--- src/hdl/clk_ctrl_pkg.sv ---
// clock control shared definitions
// config bus, pll controls, register map
package clk_ctrl_pkg;

  typedef struct packed {
    logic        we;     // 1 = write
    logic [1:0]  addr;   // word index
    logic [31:0] wdata;
  } cfg_req_t;

  typedef struct packed {
    logic        ack;    // four-phase ack
    logic [31:0] rdata;  // valid with ack on reads
  } cfg_rsp_t;

  typedef struct packed {
    logic        rstn;          // pll reset release
    logic        ps0_en;        // output 0 enable
    logic        bypass;        // refclk straight through
    logic [7:0]  ps0_l2;        // post divider
    logic [10:0] mul_int;       // feedback multiplier
    logic        integer_mode;
    logic [3:0]  prescale;      // ref prescaler
    logic [2:0]  lf_hi;         // loop filter top bits
  } pll_ctrl_t;

  localparam logic [1:0] CFG0_ADDR = 2'd0;
  localparam logic [1:0] CFG1_ADDR = 2'd1;
  localparam logic [1:0] CFG2_ADDR = 2'd2;
  localparam logic [1:0] CFG3_ADDR = 2'd3;

  localparam logic [31:0] CFG0_RST = 32'h0000_0000; // reset bit low, pll held
  localparam logic [31:0] CFG1_RST = 32'h0000_0004; // bypass on
  localparam logic [31:0] CFG2_RST = 32'h0000_0064;
  localparam logic [31:0] CFG3_RST = 32'h0000_0269;

  localparam int CFG0_RSTN_BIT = 2;
  localparam int L2_LSB        = 4;   // cfg0
  localparam int L2_MSB        = 11;
  localparam int EN_BIT        = 0;   // cfg1
  localparam int BYPASS_BIT    = 2;
  localparam int MUL_LSB       = 4;
  localparam int MUL_MSB       = 14;
  localparam int INT_MODE_BIT  = 27;
  localparam int PRESCALE_LSB  = 28;
  localparam int LOCK_RD_BIT   = 31;  // cfg2 readback
  localparam int LFHI_RD_BIT   = 30;
  localparam int LF_SRC_LSB    = 29;  // cfg2 source of lf_hi
  localparam int LF_SRC_MSB    = 31;

  localparam int LOCK_CYCLES = 32;    // release to lock, clk cycles
  localparam logic [31:0] BOOT_CFG1 = (32'd20 << MUL_LSB) | (32'd1 << EN_BIT);
  localparam logic [31:0] BOOT_CFG0 = (32'd1 << L2_LSB) | (32'd1 << CFG0_RSTN_BIT);
  localparam int BOOT_POLL_MAX = 64;  // lock polls before giving up

endpackage

--- src/hdl/pll_cfg_regs.sv ---
// pll configuration registers
module pll_cfg_regs import clk_ctrl_pkg::*; (
  input  logic      clk,
  input  logic      RSTB,
  input  logic      req,
  input  cfg_req_t  cmd,
  input  logic      lock,
  output cfg_rsp_t  rsp,
  output pll_ctrl_t ctrl
);

  logic [31:0] cfg0;
  logic [31:0] cfg1;
  logic [31:0] cfg2;
  logic [31:0] cfg3;
  logic [2:0]  lf_hi;    // latched loop filter bits
  logic        ack_q;
  logic [31:0] rdata_q;
  logic [31:0] rd_mux;
  logic        access;

  assign access = req & ~ack_q; // first req cycle only

  always_ff @(posedge clk or negedge RSTB) begin
    if (!RSTB) begin
      cfg0  <= CFG0_RST;
      cfg1  <= CFG1_RST;
      cfg2  <= CFG2_RST;
      cfg3  <= CFG3_RST;
      lf_hi <= '0;
      ack_q <= 1'b0;
    end else begin
      ack_q <= req; // up after access, down after req drops
      if (access && cmd.we) begin
        case (cmd.addr)
          CFG0_ADDR: cfg0 <= cmd.wdata;
          CFG1_ADDR: cfg1 <= cmd.wdata;
          CFG2_ADDR: cfg2 <= cmd.wdata;
          CFG3_ADDR: begin
            cfg3  <= cmd.wdata;
            lf_hi <= cfg2[LF_SRC_MSB:LF_SRC_LSB]; // old cfg2 top bits
          end
        endcase
      end
    end
  end

  // readback, cfg2 carries status on top
  always_comb begin
    case (cmd.addr)
      CFG0_ADDR: rd_mux = cfg0;
      CFG1_ADDR: rd_mux = cfg1;
      CFG2_ADDR: begin
        rd_mux              = cfg2;
        rd_mux[LOCK_RD_BIT] = lock;     // live lock status
        rd_mux[LFHI_RD_BIT] = lf_hi[0];
      end
      default: rd_mux = cfg3;
    endcase
  end

  always_ff @(posedge clk) begin
    if (access && !cmd.we) begin
      rdata_q <= rd_mux; // held until next read
    end
  end

  assign rsp = '{ack: ack_q, rdata: rdata_q};

  // field decode to pll
  always_comb begin
    ctrl.rstn         = cfg0[CFG0_RSTN_BIT];
    ctrl.ps0_l2       = cfg0[L2_MSB:L2_LSB];
    ctrl.ps0_en       = cfg1[EN_BIT];
    ctrl.bypass       = cfg1[BYPASS_BIT];
    ctrl.mul_int      = cfg1[MUL_MSB:MUL_LSB];
    ctrl.integer_mode = cfg1[INT_MODE_BIT];
    ctrl.prescale     = cfg1[PRESCALE_LSB +: 4];
    ctrl.lf_hi        = lf_hi;
  end

endmodule

--- src/hdl/pll_model.sv ---
// behavioral pll model
module pll_model import clk_ctrl_pkg::*; (
  input  logic      clk,
  input  logic      RSTB,
  input  logic      refclk,
  input  pll_ctrl_t ctrl,
  output logic      lock,
  output logic      pll_clk
);

  logic                           run;      // released and enabled
  logic [$clog2(LOCK_CYCLES)-1:0] lock_cnt;
  logic [7:0]                     div_cnt;
  logic                           clk_div;  // divided output

  assign run = ctrl.rstn & ctrl.ps0_en;

  // lock after LOCK_CYCLES of run
  always_ff @(posedge clk or negedge RSTB) begin
    if (!RSTB) begin
      lock_cnt <= '0;
      lock     <= 1'b0;
    end else if (!run) begin
      lock_cnt <= '0; // restart on any drop
      lock     <= 1'b0;
    end else if (!lock) begin
      lock_cnt <= lock_cnt + 1'b1;
      if (lock_cnt == LOCK_CYCLES - 1) begin
        lock <= 1'b1;
      end
    end
  end

  // output divider, toggles every ps0_l2+1 cycles
  always_ff @(posedge clk or negedge RSTB) begin
    if (!RSTB) begin
      div_cnt <= '0;
      clk_div <= 1'b0;
    end else if (!ctrl.rstn || !lock) begin
      div_cnt <= '0;
      clk_div <= 1'b0; // parked low until locked
    end else if (div_cnt == ctrl.ps0_l2) begin
      div_cnt <= '0;
      clk_div <= ~clk_div;
    end else begin
      div_cnt <= div_cnt + 1'b1;
    end
  end

  assign pll_clk = ctrl.bypass ? refclk : clk_div; // bypass passes refclk

endmodule

--- src/hdl/cfg_arbiter.sv ---
// round-robin config bus arbiter
module cfg_arbiter import clk_ctrl_pkg::*; (
  input  logic     clk,
  input  logic     RSTB,
  input  logic     req_a,
  input  logic     req_b,
  input  cfg_req_t cmd_a,
  input  cfg_req_t cmd_b,
  input  cfg_rsp_t rsp,
  output cfg_rsp_t rsp_a,
  output cfg_rsp_t rsp_b,
  output logic     req,
  output cfg_req_t cmd
);

  logic busy;   // transaction in flight
  logic owner;  // 0 = a, 1 = b, also last winner
  logic pick;   // winner if idle now
  logic sel;

  // on contention the last loser wins
  assign pick = (req_a & req_b) ? ~owner : req_b;
  assign sel  = busy ? owner : pick;

  // grant is immediate when idle
  assign req = busy ? (owner ? req_b : req_a) : (req_a | req_b);
  assign cmd = sel ? cmd_b : cmd_a;

  // ack only to the owner
  assign rsp_a = '{ack: rsp.ack & busy & ~owner, rdata: rsp.rdata};
  assign rsp_b = '{ack: rsp.ack & busy & owner, rdata: rsp.rdata};

  always_ff @(posedge clk or negedge RSTB) begin
    if (!RSTB) begin
      busy  <= 1'b0;
      owner <= 1'b0; // b first on contention
    end else if (!busy) begin
      if (req_a | req_b) begin
        busy  <= 1'b1;
        owner <= pick;
      end
    end else if (!req && !rsp.ack) begin
      busy <= 1'b0; // four phases done
    end
  end

endmodule

--- src/hdl/apb_cfg_bridge.sv ---
// apb to config bus bridge
module apb_cfg_bridge import clk_ctrl_pkg::*; (
  input  logic        clk,
  input  logic        RSTB,
  input  logic        psel,
  input  logic        penable,
  input  logic        pwrite,
  input  logic [3:0]  paddr,
  input  logic [31:0] pwdata,
  input  cfg_rsp_t    rsp,
  output logic [31:0] prdata,
  output logic        pready,
  output logic        pslverr,
  output logic        req,
  output cfg_req_t    cmd
);

  typedef enum logic [1:0] {BR_IDLE, BR_REQ, BR_ACKLO} state_t;

  state_t      state;
  logic [31:0] rdata_q;

  assign req     = (state == BR_REQ);
  assign pready  = req & rsp.ack;  // single cycle, access phase
  assign pslverr = 1'b0;
  assign prdata  = rsp.ack ? rsp.rdata : rdata_q;

  // apb holds addr and data until pready
  assign cmd = '{we: pwrite, addr: paddr[3:2], wdata: pwdata};

  always_ff @(posedge clk or negedge RSTB) begin
    if (!RSTB) begin
      state <= BR_IDLE;
    end else begin
      case (state)
        BR_IDLE: if (psel && !penable) state <= BR_REQ; // setup phase
        BR_REQ: if (rsp.ack) state <= BR_ACKLO;
        // next setup may land while ack drains
        BR_ACKLO: if (!rsp.ack) state <= psel ? BR_REQ : BR_IDLE;
        default: state <= BR_IDLE;
      endcase
    end
  end

  always_ff @(posedge clk) begin
    if (pready) begin
      rdata_q <= rsp.rdata;
    end
  end

endmodule

--- src/hdl/pll_boot_seq.sv ---
// post-reset pll boot sequencer
module pll_boot_seq import clk_ctrl_pkg::*; (
  input  logic     clk,
  input  logic     RSTB,
  input  cfg_rsp_t rsp,
  output logic     req,
  output cfg_req_t cmd,
  output logic     boot_done,
  output logic     boot_fail
);

  typedef enum logic [1:0] {ST_START, ST_REQ, ST_ACKLO, ST_HALT} state_t;
  typedef enum logic [1:0] {STEP_CFG1, STEP_CFG0, STEP_POLL} step_t;

  state_t                             state;
  step_t                              step;
  logic [$clog2(BOOT_POLL_MAX)-1:0]   poll_cnt; // lock reads issued

  assign req = (state == ST_REQ);

  always_comb begin
    cmd.we    = 1'b1;
    cmd.addr  = CFG1_ADDR;
    cmd.wdata = BOOT_CFG1; // enable, mul, bypass off
    case (step)
      STEP_CFG0: begin
        cmd.addr  = CFG0_ADDR;
        cmd.wdata = BOOT_CFG0; // release reset
      end
      STEP_POLL: begin
        cmd.we    = 1'b0;
        cmd.addr  = CFG2_ADDR; // lock in bit 31
        cmd.wdata = '0;
      end
      default: ;
    endcase
  end

  always_ff @(posedge clk or negedge RSTB) begin
    if (!RSTB) begin
      state     <= ST_START;
      step      <= STEP_CFG1;
      poll_cnt  <= '0;
      boot_done <= 1'b0;
      boot_fail <= 1'b0;
    end else begin
      case (state)
        ST_START: state <= ST_REQ;
        ST_REQ: if (rsp.ack) begin
          state <= ST_ACKLO;
          case (step)
            STEP_CFG1: step <= STEP_CFG0;
            STEP_CFG0: step <= STEP_POLL;
            default: begin
              if (rsp.rdata[LOCK_RD_BIT]) boot_done <= 1'b1;
              else if (poll_cnt == BOOT_POLL_MAX - 1) boot_fail <= 1'b1;
              poll_cnt <= poll_cnt + 1'b1;
            end
          endcase
        end
        // wait ack low before next req
        ST_ACKLO: if (!rsp.ack) state <= (boot_done | boot_fail) ? ST_HALT : ST_REQ;
        default: ; // idle until reset
      endcase
    end
  end

endmodule

--- src/hdl/clk_ctrl_top.sv ---
// clock control subsystem top
module clk_ctrl_top import clk_ctrl_pkg::*; (
  input  logic        clk,
  input  logic        RSTB,
  input  logic        refclk,
  input  logic        psel,
  input  logic        penable,
  input  logic        pwrite,
  input  logic [3:0]  paddr,
  input  logic [31:0] pwdata,
  output logic [31:0] prdata,
  output logic        pready,
  output logic        pslverr,
  output logic        pll_clk,
  output logic        lock,
  output logic        boot_done,
  output logic        boot_fail
);

  logic      br_req;   // bridge side
  cfg_req_t  br_cmd;
  cfg_rsp_t  br_rsp;
  logic      bt_req;   // boot side
  cfg_req_t  bt_cmd;
  cfg_rsp_t  bt_rsp;
  logic      cfg_req;  // granted bus
  cfg_req_t  cfg_cmd;
  cfg_rsp_t  cfg_rsp;
  pll_ctrl_t ctrl;

  apb_cfg_bridge u_bridge (
    .clk(clk), .RSTB(RSTB), .psel(psel), .penable(penable), .pwrite(pwrite),
    .paddr(paddr), .pwdata(pwdata), .rsp(br_rsp), .prdata(prdata),
    .pready(pready), .pslverr(pslverr), .req(br_req), .cmd(br_cmd)
  );

  pll_boot_seq u_boot (
    .clk(clk), .RSTB(RSTB), .rsp(bt_rsp), .req(bt_req), .cmd(bt_cmd),
    .boot_done(boot_done), .boot_fail(boot_fail)
  );

  cfg_arbiter u_arb (
    .clk(clk), .RSTB(RSTB), .req_a(br_req), .req_b(bt_req),
    .cmd_a(br_cmd), .cmd_b(bt_cmd), .rsp(cfg_rsp), .rsp_a(br_rsp),
    .rsp_b(bt_rsp), .req(cfg_req), .cmd(cfg_cmd)
  );

  pll_cfg_regs u_regs (
    .clk(clk), .RSTB(RSTB), .req(cfg_req), .cmd(cfg_cmd), .lock(lock),
    .rsp(cfg_rsp), .ctrl(ctrl)
  );

  pll_model u_pll (
    .clk(clk), .RSTB(RSTB), .refclk(refclk), .ctrl(ctrl), .lock(lock),
    .pll_clk(pll_clk)
  );

endmodule

--- config.mk ---
export PLATFORM = sky130hd
export DESIGN_NAME = clk_ctrl_top
export DESIGN_NICKNAME = d
export VERILOG_FILES = /design/src/hdl/clk_ctrl_pkg.sv /design/src/hdl/pll_cfg_regs.sv /design/src/hdl/pll_model.sv /design/src/hdl/cfg_arbiter.sv /design/src/hdl/apb_cfg_bridge.sv /design/src/hdl/pll_boot_seq.sv /design/src/hdl/clk_ctrl_top.sv
export SDC_FILE = /design/constraint.sdc
export NUM_CORES = 1
export LEC_CHECK = 0
export BUFFER_PORTS_ARGS = -buffer_cell sky130_fd_sc_hd__buf_2
export CORE_MARGIN = 2
export CORE_UTILIZATION = 60
export DETAILED_ROUTE_END_ITERATION = 16
export GPL_ROUTABILITY_DRIVEN = 0
export PLACE_DENSITY = 0.81
export SLEW_MARGIN = 10
export SYNTH_ARGS = -nofsm -noshare
export SYNTH_HDL_FRONTEND = slang
export SYNTH_SLANG_ARGS = --single-unit
--- constraint.sdc ---
create_clock -name clk -period 3.85 [get_ports clk]
set_input_delay 0.1925 -clock clk [delete_from_list [all_inputs] [get_ports clk]]
set_output_delay 0.1925 -clock clk [all_outputs]
set_load 0.02 [all_outputs]
# Yosys cells after proc, flatten, opt, wreduce, memory -nomap -nowiden

Index checks and enable logic that the tools add are counted.

Word-level logic and storage cells: 118
Output and inout port bits: 38
Bits in latches: 0
Memories kept: 0
Bits in read-only memories: 0
RAM bits: 0
Bits in registers: 223

Divide/modulo/power cells: 0
Shifts and indexed selects: 0
Multiplexer cells: 32
$add $sub $neg: 3
$lt $le $gt $ge: 0
Equality and inequality tests: 18
$mul: 0
Reductions and logical operators: 30
Bitwise logic cells: 15

Operators with widths:

| kind                | number |
|---|---|
| $pmux 32 s3         | 1 |
| $pmux 34 s2         | 1 |
| $mux 35             | 1 |
| $mux 32             | 1 |
| $mux 8              | 2 |
| $mux 1              | 15 |
| $mux 2              | 6 |
| $pmux 2 s3          | 2 |
| $reduce_and 3->1    | 4 |
| $eq 2x2->1 const B  | 5 |
| $mux 5              | 2 |
| $ne 2x2->1 const B  | 5 |
| $reduce_and 2->1    | 5 |
| $add 8x1->8 const B | 1 |
| $eq 2x1->1 const B  | 4 |
| $eq 8x8->1          | 1 |
| $logic_not 2->1     | 4 |
| $and 1x1->1         | 7 |
| $add 6x1->6 const B | 1 |
| $eq 6x6->1 const B  | 1 |
| $logic_not 1->1     | 6 |
| $not 1->1           | 6 |
| $add 5x1->5 const B | 1 |
| $eq 5x5->1 const B  | 1 |
| other kinds (10)    | 15 |

# Longest topological paths before layout

Gate-level depths: netlist of the first run.

Depth after elaboration: 7
Depth in mapped cells: 10

# Hierarchy

A second synthesis of the first run with hierarchy kept.

Cell total of the unflattened synthesis: 904
Area total of the unflattened synthesis: 12259.3 µm²

By module, submodules not included:

| module         | cells an instance | instances | sequential area each (µm²) | area each (µm²) |
|---|---|---|---|---|
| pll_cfg_regs   | 385               | 1         | 4275.4                     | 6996.7 |
| cfg_arbiter    | 244               | 1         | 50.0                       | 1893.1 |
| apb_cfg_bridge | 115               | 1         | 1011.0                     | 1751.7 |
| pll_boot_seq   | 87                | 1         | 300.3                      | 859.6 |
| pll_model      | 73                | 1         | 375.4                      | 758.2 |

# Worst setup path before layout of the first run

Ideal clock, no wire load.

Path kind: reg-to-reg
Start: register u_boot.state[0]
End: register u_regs.rdata_q[0] (enable)
Arrival: 2.954 ns
Setup slack: 0.471 ns
Stages on the path, launching flop included: 6
Path buffers: 0
Required time: 3.425 ns
Cells stage by stage: dfrtp_1 > ha_1 > nor2b_1 > o32a_1 > o211ai_2 > nor2b_1

Longest elaborated chain between the ends: 7
Elaborated cells between the ends (all ways): 11
Those cells by class: 1 x eq/ne; 5 x mux; 3 x bitwise; 2 x reduce/logical

Ends and longest elaborated chain:

| what                   | line               | text |
|---|---|---|
| start, declared        | pll_boot_seq.sv:15 | `state_t state;` |
| start signal, assigned | pll_boot_seq.sv:62 | `ST_ACKLO: if (!rsp.ack) state <= (boot_done \| boot_fail) ? ST_HALT : ST_REQ;` |
| $eq 2x1->1 (*)         | pll_boot_seq.sv:19 | `assign req = (state == ST_REQ);` |
| $and 1x1->1            | cfg_arbiter.sv:22  | `assign pick = (req_a & req_b) ? ~owner : req_b;` |
| $mux 1                 | cfg_arbiter.sv:22  |  |
| $mux 1                 | cfg_arbiter.sv:23  | `assign sel = busy ? owner : pick;` |
| $mux 35                | cfg_arbiter.sv:27  | `assign cmd = sel ? cmd_b : cmd_a;` |
| $logic_not 1->1        | pll_cfg_regs.sv:63 | `if (access && !cmd.we) begin` |
| $logic_and 1x1->1 (*)  | pll_cfg_regs.sv:63 |  |
| end signal, assigned   | pll_cfg_regs.sv:64 | `rdata_q <= rd_mux;` |
| end, declared          | pll_cfg_regs.sv:18 | `logic [31:0] rdata_q;` |

Mark *: on every way between the ends. The rest lies on a longest branch, timed or not.
A chain may end at the register's enable or synchronous reset.

# Final worst setup path of the first run

Start: register u_boot.state[1]
End: register u_regs.cfg1[6]

Longest elaborated chain between the ends: 7
Elaborated cells between the ends (all ways): 12
Those cells by class: 2 x eq/ne; 5 x mux; 3 x bitwise; 2 x reduce/logical

Ends and longest elaborated chain:

| what                                                   | line                                   | text |
|---|---|---|
| $eq 2x1->1 (*)                                         | pll_boot_seq.sv:19                     |  |
| $and 1x1->1                                            | cfg_arbiter.sv:22                      |  |
| $mux 1                                                 | cfg_arbiter.sv:22                      |  |
| $mux 1                                                 | cfg_arbiter.sv:23                      |  |
| $mux 35                                                | cfg_arbiter.sv:27                      |  |
| $eq 2x1->1 / $logic_and 1x1->1 (equally long branches) | pll_cfg_regs.sv:35, pll_cfg_regs.sv:34 |  |
| $reduce_and 2->1 (no line)                             | --                                     |  |
| end signal, assigned                                   | pll_cfg_regs.sv:37                     | `CFG1_ADDR: cfg1 <= cmd.wdata;` |
| end, declared                                          | pll_cfg_regs.sv:13                     | `logic [31:0] cfg1;` |

Marks and branches as above.

==> summary.txt, run 1 <==
Outcome
  • Status: finished, final reports clean

Clock tree
  • Cts bufs inserted: 24
  • TritonCTS clock tree: yes
  • Latest clock arrival within the worst-skew pair: 0.52 ns
  • Clk sink count: 223
  • CTS Buffer Depth: 3
  • Root buf cell: clkbuf_16
  • Worst-path clk slew: 0.06 ns
  • Post-CTS Setup Bufs: 0
  • H-tree Lvls: 1

Hold path
  • HP Class: in2reg

Drt
  • Residual DRC: 0
  • DRT Wirelength: 20.36 mm
  • 1st-iter DRT viols: 291
  • WL per Instance: 20.00 um
  • Vias per inst: 5.725
  • Highest Signal Layer: met4
  • Total number of vias: 5,828
  • Post-route ant nets: 0
  • WL met1: 8.716 mm
  • DR WL met3: 656 um
  • Met2 WL: 10.45 mm
  • DRT Pass-1 Iters: 5

STA
  • Clock Skews: 0.01370 ns
  • Period utilisation layout: 84.50%
  • Post-route setup TNS: 0 ns
  • RSZ-0062 raised after global routing: false
  • Maximum clock rate: 0.3074 GHz
  • Relative slew slack: 37.33%
  • Final Max Slew Viols: 0
  • Final setup fails: 0
  • Worst Max-Slew Pin Slew: 0.9379 ns
  • Final min period: 3.253 ns
  • Fin. Hold Viols: 0

Synth
  • Simple-Gate Fraction of Synth Area: 6.074%
  • Syn Nets: 746
  • Number of synthesized flops with an enable pin: 64
  • Sequential share of the synthesized area: 58.22%
  • Biggest area consumer among synthesized cells: dfrtp_1
  • Adder-cell area share of the yosys netlist: 1.232%
  • Complex-gate fraction of the synthesized area: 2.193%
  • Synthesized cell area: 10,150 um2
  • Yosys top cell area share: 36.96%
  • Post-synthesis mux area share: 27.66%
  • Cells after synthesis: 694
  • Synth Flop Type: dfrtp_1
  • Synth cell types: 53
  • Synth warn: 0
  • Top post-synthesis cells by area: dfrtp_1, edfxtp_1, mux2_2, mux2i_1, dfstp_2
  • Async SR Flop Fraction: 71.30%
  • Largest family of logic cells by synthesized area: multiplexers
  • Synth Area in XOR/XNOR: 1.984%
  • Avg Cell Area, Syn: 14.63 um2
  • FF+latch count, synth: 223

Die
  • Die Y-Extent: 134.1 um
  • Initial Utilization: 61.23%
  • Die area: 17,980 um2
  • CORE AREA: 16,580 um2
  • Die span in x: 134.1 um
  • Num rows: 47
  • Boundary Pins: 80

Pwr
  • Clock Power Share: 21.7%
  • Sequential fraction of design power: 36.2%
  • Leak: 5.186 nW
  • Switch share: 35.72%
  • Pwr Density: 911.7 nW/um2
  • Peak VDD IR: 0.7038 mV
  • Switching power: 0.003777 W
  • Comb power frac: 42.1%
  • Cell internal pwr: 0.006798 W

Worst setup path
  • WS Path Type: reg2reg
  • Startpoint types: flip-flop
  • CP Max Fanout: 26
  • Crit path DAT: 3.65 ns
  • Crit. End Element: flip-flop
  • Critical Path RT: 4.24 ns

Job
  • Maxcap violations: 0

Final layout
  • Layout cells sized above 1: 37.34%
  • Most frequent cells in the layout: mux2_2, dfrtp_1, mux2i_1
  • Fin area: 11,600 um2
  • FF+latch area: 5912 um2
  • Syn-to-layout area delta: 14.23%
  • Diode count: 0
  • Fill count: 1,142
  • Area of the multi-input gates: 4010 um2
  • # nets final: 832

Global routing
  • First-pass GRT wire length: 33.18 mm
  • Total GRT Usage: 23.39%
  • GRT overflow: 0
  • Vias in the first global route: 6,431
  • Initial antenna violation count: 0
  • Largest net degree at the start of global routing: 102

Place
  • Final HPWL DP: 12.45 mm
  • Dpl cell area: 10,760 um2
  • # port buffers: 76
==> stage by stage <==
stage	std cells	util (%)	setup WS [ns]	hold slack, ns	power, W
after floorplan	694	-	0.4711	-0.1031	0.007159
after global placement	971	64.89	0.7794	0.3404	0.008036
after detailed placement	971	64.89	0.6642	0.3661	0.008277
after CTS	1018	69.95	0.5913	0.009623	0.01064
after global routing	1018	69.95	0.4166	0.02635	0.01113
final	1018	69.95	0.5967	0.01960	0.01058
==> worst paths after layout <==
check	startpoint	endpoint	depth (start not counted)	slack [ns]
worst min-delay path	penable	u_bridge.state[0]	4	0.02
worst min register to register	u_regs.rdata_q[16]	u_bridge.rdata_q[16]	0	0.44
max in group asynchronous	RSTB	u_regs.cfg3[9]	3	2.47
min in group asynchronous	RSTB	u_regs.cfg0[27]	2	0.38
worst max-delay path	u_boot.state[1]	u_regs.cfg1[6]	8	0.60
worst max register to register	u_boot.state[1]	u_regs.cfg1[6]	8	0.60
==> registers in the layout (all words and copies together) (netlist names), 2 cells and up <==
name,cells
u_boot.step,2
u_regs.cfg1,32
u_regs.cfg2,30
u_pll.lock_cnt,5
u_regs.cfg0,32
u_regs.rdata_q,32
u_regs.cfg3,32
u_bridge.state,2
u_pll.div_cnt,8
u_boot.state,2
u_boot.poll_cnt,6
u_bridge.rdata_q,32
==> layout make-up <==
class	instances	share of cell area [%]
clock buffers	37	6.116
clock inverters	7	0.8521
inverters	12	0.3883
multi-input cells	424	34.57
flip-flops and latches	223	50.97
well taps	220	2.373
repair buffers	95	4.735
==> power by group through the flow <==
stage | Sequential [W] | Clock, W | Combinational [W]
floorplan | 0.00370 | 0 | 0.00346
global placement | 0.00378 | 0 | 0.00426
detailed placement | 0.00386 | 0 | 0.00442
CTS | 0.00382 | 0.00234 | 0.00447
global route | 0.00392 | 0.00244 | 0.00477
finish | 0.00383 | 0.00230 | 0.00445
==> kinds of logic (layout without fill, tap and decap cells) <==
group,after synthesis,count (layout)
multiplexers,261,261
AND/OR/NAND/NOR,99,99
buffers and inverters,47,151
other,1,1
flip-flops,223,223
XOR/XNOR,23,23
adder cells (fa/ha/maj),10,10
AO/OA/AOI/OAI,30,30
==> critical path, cell delays in order (launching register included) <==
cell      delay [ns]
dfrtp_1         0.40
inv_1           0.10
ha_1            0.24
nor2b_1         0.18
o32a_1          0.30
o211ai_1        0.66
nor4b_4         0.39
buf_4           0.46
mux2_2          0.39
==> cell usage after synthesis (all sizes together) (9+ instances only) <==
library cell  number
mux2             157
dfrtp            150
mux2i            104
edfxtp            64
nor2b             32
buf               30
nor2              22
xnor2             15
inv               12
ha                10
dfstp              9
==> metal layers <==
layer	GRT usage [%]	vias to the layer above
li1	-	2683
met1	30.23	2975
met2	41.05	124
met3	2.910	46
met4	8.246	0
met5	0	-
==> repair_timing <==
| item | 4_1_cts | 5_1_grt |
|---|---|---|
| endpoints found under the hold margin | 98 | 0 |
| resized for setup | 0 | 0 |
| endpoints found under the setup margin | 0 | 0 |
| hold buffers | 3 | 0 |
Note: power is estimated with default switching activity, not from simulation.
==> inputs of run 2 (changes only) <==
- clock period: 3.85 -> 3.28 ns (I/O delays scaled with it)
==> run 2 against run 1 <==
Effect of this change: total power rose by 16%; fmax rose by 6.5%; routed wire length fell by 0.12%.
==> summary.txt, run 2 (same netlist as run 1, synthesis figures left out) <==
Outcome
  • Status: finished, final reports clean

Global routing
  • Largest net degree at the start of global routing: 101 (-0.98%)
  • Total GRT Usage: 23.29% (-0.10 points)
  • Vias in the first global route: 6,298 (-2.1%)
  • Initial antenna violation count: 0 (unchanged)
  • First-pass GRT wire length: 33.04 mm (-0.39%)
  • GRT overflow: 0 (unchanged)

Worst setup path
  • FF-to-FF End: u_regs.cfg1[23]
  • WS Path Type: reg2reg
  • Reg2reg path depth: 7 (-1)
  • Crit path cell chain: ha_1 -> nor2b_1 -> o32a_1 -> o211ai_1 -> nor4b_4 -> buf_12 -> mux2_2
  • Slowest CP cell: o211ai_1
  • Crit path largest cell delay: 0.64 ns (-0.02 ns)
  • Crit path DAT: 3.43 ns (-0.22 ns)
  • Critical Path Sink: u_regs.cfg1[23]
  • Critical path launch point: u_boot.state[0]
  • Crit. End Element: flip-flop
  • Critical Path RT: 3.66 ns (-0.58 ns)
  • CP Max Fanout: 26 (unchanged)
  • Reg-to-reg slack, setup: 0.23 ns (-0.37 ns)
  • Launch point of the worst reg-to-reg path: u_boot.state[0]
  • Startpoint types: flip-flop

Die
  • Die span in x: 134.1 um (unchanged)
  • Num rows: 47 (unchanged)
  • Initial Utilization: 61.23% (unchanged)
  • Die area: 17,980 um2 (unchanged)
  • CORE AREA: 16,580 um2 (unchanged)
  • Die Y-Extent: 134.1 um (unchanged)
  • Boundary Pins: 80 (unchanged)

STA
  • Maximum clock rate: 0.3275 GHz (+6.5%)
  • Final setup margin: 0.2262 ns (-0.3705 ns)
  • Period utilisation layout: 93.10% (+8.6 points)
  • Final min period: 3.054 ns (-0.1995 ns)
  • Post-route setup TNS: 0 ns (unchanged)
  • RSZ-0062 raised after global routing: false
  • Worst Max-Slew Pin Slew: 0.9404 ns (+0.002516 ns)
  • Final setup fails: 0 (unchanged)
  • Final Max Slew Viols: 0 (unchanged)
  • Clock Skews: 0.01884 ns (+0.005144 ns)
  • Relative slew slack: 37.31% (about the same)
  • Fin. Hold Viols: 0 (unchanged)

Pwr
  • Clock Power Share: 20.1% (-1.6 points)
  • Cell internal pwr: 0.007834 W (+15%)
  • Peak VDD IR: 0.9781 mV (+39%)
  • Switch share: 36.09% (+0.38 points)
  • Tot Pwr: 0.01226 W (+16%)
  • Switching power: 0.004425 W (+17%)
  • Leak: 5.184 nW (about the same)
  • Pwr Density: 1058 nW/um2 (+16%)
  • Sequential fraction of design power: 36.6% (+0.4 points)
  • Comb power frac: 43.3% (+1.2 points)

Place
  • DP Cell Count: 976 (+0.51%)
  • Place WS: 0.2513 ns (-0.4130 ns)
  • # port buffers: 76 (unchanged)
  • Final HPWL DP: 12.57 mm (+0.95%)

Final layout
  • Diode count: 0 (unchanged)
  • Fill count: 1,141 (-0.088%)
  • Most frequent cells in the layout: mux2_2, dfrtp_1, mux2i_1
  • Fin cells: 1,022 (+0.39%)
  • Syn-to-layout area delta: 14.07%
  • # nets final: 837 (+0.60%)
  • Final Core Density: 69.85% (-0.098 points)
  • Layout cells sized above 1: 37.53% (+0.19 points)

Clock tree
  • Post-CTS sizing: 0 (unchanged)
  • Clk sink count: 223 (unchanged)
  • TritonCTS clock tree: yes
  • Latest clock arrival within the worst-skew pair: 0.51 ns (about the same)
  • Hold buffers post-CTS: 4 (+1)
  • CTS Buffer Depth: 3 (unchanged)
  • Root buf cell: clkbuf_16
  • Worst-path clk slew: 0.06 ns (about the same)
  • H-tree Lvls: 1 (unchanged)
  • Post-CTS Setup Bufs: 0 (unchanged)
  • Cts bufs inserted: 23 (-4.2%)

Drt
  • DRT Wirelength: 20.33 mm (-0.12%)
  • DRT Pass-1 Iters: 4 (-1)
  • Vias per inst: 5.755 (+0.53%)
  • WL per Instance: 19.90 um (-0.51%)
  • Residual DRC: 0 (unchanged)
  • 1st-iter DRT viols: 315 (+8.2%)
  • Total number of vias: 5,882 (+0.93%)
  • Post-route ant nets: 0 (unchanged)

Job
  • Maxcap violations: 0 (unchanged)

Hold path
  • Hold Path Depth: 3 (-1)
  • HP Class: in2reg
[run 2: critical path, delay by kind of cell, from the launching register on]
kind,cells,cell delay (ns)
AOI/OAI and AO/OA,2,0.95
DFF,1,0.46
and+or+nand+nor,2,0.61
buffers and inverters,1,0.27
muxes,1,0.36
adders and majority gates,1,0.29
[run 2: worst min-delay path by stage]
stage / from / end
6_report: pwdata[31] / u_regs.cfg0[31]
2_1_floorplan: RSTB / u_arb.busy
5_1_grt: pwdata[31] / u_regs.cfg1[31]
4_1_cts: pwdata[31] / u_regs.cfg0[31]
3_5_place_dp: RSTB / u_regs.cfg3[27]
3_3_place_gp: RSTB / u_regs.cfg2[27]
[run 2: per-layer routing]
metal  GRT usage [%]  wire length (um)
met1           31.34              8847
met2           40.46             10340
met3           2.986               666
met4           6.199               484
met5               0                 0
[run 2: power groups by stage]
stage | Sequential [W] | Combinational (W) | Clock [W]
6_report | 0.00449 | 0.00531 | 0.00246
5_1_grt | 0.00459 | 0.00568 | 0.00262
4_1_cts | 0.00448 | 0.00533 | 0.00250
3_5_place_dp | 0.00453 | 0.00527 | 0
3_3_place_gp | 0.00444 | 0.00508 | 0
2_1_floorplan | 0.00434 | 0.00406 | 0
[run 2: final cells by class]
type / instances / area (um2) / area share [%]
Tap cell: 220 / 275.3 / 2.376
Timing Repair Buffer: 101 / 634.4 / 5.476
Clock buffer: 33 / 633.1 / 5.466
Clock inverter: 9 / 73.82 / 0.6373
Inverter: 12 / 45.04 / 0.3889
Sequential cell: 223 / 5912 / 51.04
Multi-Input combinational cell: 424 / 4010 / 34.62
[run 2: through the flow]
step	hold WS [ns]	area, um2
floorplan	-0.1316	10160
finish	0.02257	11580
detailed placement	0.3411	10840
global route	0.03211	11580
CTS	0.005501	11580
global placement	0.3133	10840
==> inputs of run 3 (changes only) <==
- PLACE_DENSITY: 0.81 -> 0.85
==> run 3 against run 2 <==
Effect of this change: global-route usage up 1.3 points; via count up 1.5%; clock power up 19%; largest power group unchanged; non-clock buffer count down 1.
==> summary.txt, run 3 (same netlist as run 1, synthesis figures left out) <==
STA
  • Fin. Hold Viols: 0 (unchanged)
  • Relative slew slack: 43.31% (+6.0 points)
  • Final min period: 3.092 ns (+0.03783 ns)
  • Clock Skews: 0.01741 ns (-0.001437 ns)
  • RSZ-0062 raised after global routing: false
  • Period utilisation layout: 94.26% (+1.2 points)
  • Worst Max-Slew Pin Slew: 0.8466 ns (-0.09381 ns)
  • Post-route setup TNS: 0 ns (unchanged)
  • Final setup fails: 0 (unchanged)
  • Worst Hold Margin: 0.03847 ns (+0.01590 ns)
  • Final Max Slew Viols: 0 (unchanged)
  • Maximum clock rate: 0.3235 GHz (-1.2%)

Clock tree
  • Cts bufs inserted: 24 (+4.3%)
  • Worst-path clk slew: 0.06 ns (about the same)
  • Root buf cell: clkbuf_16
  • Latest clock arrival within the worst-skew pair: 0.52 ns (about the same)
  • H-tree Lvls: 1 (unchanged)
  • TritonCTS clock tree: yes
  • CTS Buffer Depth: 3 (unchanged)
  • Clk sink count: 223 (unchanged)

Drt
  • Vias per inst: 5.839 (+1.4%)
  • WL per Instance: 20.48 um (+2.9%)
  • Post-route ant nets: 0 (unchanged)
  • WL met1: 8.796 mm (-0.58%)
  • Total number of vias: 5,973 (+1.5%)
  • Highest Signal Layer: met4
  • Residual DRC: 0 (unchanged)
  • 1st-iter DRT viols: 350 (+11%)
  • Met2 WL: 10.79 mm (+4.4%)
  • DRT Wirelength: 20.95 mm (+3.0%)
  • DR WL met3: 871 um (+31%)
  • DRT Pass-1 Iters: 5 (+1)

Pwr
  • Leak: 5.255 nW (+1.4%)
  • Pwr Density: 1085 nW/um2 (+2.6%)
  • Tot Pwr: 0.01276 W (+4.1%)
  • Peak VDD IR: 0.7391 mV (-24%)

Die
  • Num rows: 47 (unchanged)
  • Initial Utilization: 61.23% (unchanged)
  • Die Y-Extent: 134.1 um (unchanged)
  • Die span in x: 134.1 um (unchanged)
  • Die area: 17,980 um2 (unchanged)
  • CORE AREA: 16,580 um2 (unchanged)
  • Boundary Pins: 80 (unchanged)

Worst setup path
  • Crit. End Element: flip-flop
  • Reg2reg path depth: 7 (unchanged)
  • Crit path DAT: 3.49 ns (+0.06 ns)
  • FF-to-FF End: u_regs.cfg1[24]
  • CP Max Fanout: 8 (-69%)
  • Critical Path RT: 3.67 ns (about the same)
  • Reg-to-reg slack, setup: 0.19 ns (-0.04 ns)
  • WS Path Type: reg2reg
  • Launch point of the worst reg-to-reg path: u_boot.state[0]
  • Startpoint types: flip-flop

Global routing
  • Initial antenna violation count: 0 (unchanged)
  • First-pass GRT wire length: 34.78 mm (+5.3%)
  • Largest net degree at the start of global routing: 88 (-13%)
  • GRT overflow: 0 (unchanged)
  • Vias in the first global route: 6,745 (+7.1%)
  • Total GRT Usage: 24.55% (+1.3 points)

Place
  • # port buffers: 76 (unchanged)
  • Final HPWL DP: 12.78 mm (+1.7%)
  • DP Cell Count: 975 (-0.10%)

Final layout
  • Diode count: 0 (unchanged)
  • FF+latch area: 5912 um2 (unchanged)
  • Final Core Density: 70.89% (+1.0 points)
  • Fin cells: 1,023 (+0.098%)
  • Most frequent cells in the layout: mux2_2, dfrtp_1, mux2i_1
  • # nets final: 837 (unchanged)
  • Fill count: 1,078 (-5.5%)
  • Area of the multi-input gates: 4010 um2 (unchanged)
  • Syn-to-layout area delta: 15.77%
  • Layout cells sized above 1: 37.86% (+0.33 points)

Job
  • Maxcap violations: 0 (unchanged)

Hold path
  • Hold path endpoint: u_regs.cfg3[31]
  • Hold Startpoint: pwdata[31]
  • Hold Path Depth: 3 (unchanged)
  • HP Class: in2reg

Outcome
  • Status: finished, final reports clean
run 3: cell types whose count changed in the layout (fill, tap and decap cells not counted):
| cell | change |
|---|---|
| bufinv_16 | +3 |
| clkinv_8 | +1 |
| clkbuf_1 | -2 |
| clkbuf_16 | +2 |
| clkbuf_8 | +3 |
| inv_8 | +1 |
| buf_4 | -2 |
| inv_6 | -1 |
| buf_12 | +1 |
| clkinv_2 | -5 |
run 3: worst max path at each step:
stage / startpoint / endpoint / cells after the start
after floorplan: u_arb.owner / u_bridge.rdata_q[0] / 5
after global placement: u_boot.state[0] / u_regs.cfg1[7] / 7
after detailed placement: u_boot.state[1] / u_regs.cfg1[24] / 8
after CTS: u_boot.state[1] / u_regs.cfg1[23] / 8
after global routing: u_boot.state[1] / u_regs.cfg1[24] / 8
final: u_boot.state[0] / u_regs.cfg1[24] / 7
run 3: critical path, stage by stage (launching register included):
cell,delay (ns)
dfrtp_1,0.45
ha_1,0.30
nor2b_1,0.19
o32a_1,0.31
o211ai_1,0.68
nor4b_4,0.42
buf_4,0.25
mux2_2,0.37
run 3: repair_timing:
| action | CTS | global route |
|---|---|---|
| endpoints found under the hold margin | 86 | 0 |
| setup buffers | 0 | 0 |
| hold buffers | 4 | 0 |
| resized for setup | 0 | 0 |
run 3: layout make-up:
class                      count  area share (%)
inverter                      12          0.3831
sequential                   223           50.29
clock inverter                 8           1.341
clock buffer                  36           6.098
tap                          220           2.341
multi-input combinational    424           34.11
timing repair buffer         100           5.438
run 3: through the flow:
| stage | worst slack (ns) | area, um2 |
|---|---|---|
| 2_1_floorplan | 0.05861 | 10160 |
| 3_3_place_gp | 0.3722 | 10840 |
| 3_5_place_dp | 0.2640 | 10840 |
| 4_1_cts | 0.1389 | 11760 |
| 5_1_grt | 0.04803 | 11760 |
| 6_report | 0.1883 | 11760 |
run 3: routing by layer:
metal / track usage [%] / vias to the layer above
met5: 0 / -
met4: 9.064 / 0
met3: 4.044 / 41
met2: 42.48 / 142
met1: 31.47 / 3103
li1: - / 2687
run 3: power breakdown:
group,switching [W],internal (W),leakage [nW]
clock network,0.00109,0.00183,0.428
logic,0.00288,0.00245,2.19
registers,0.000540,0.00397,2.63
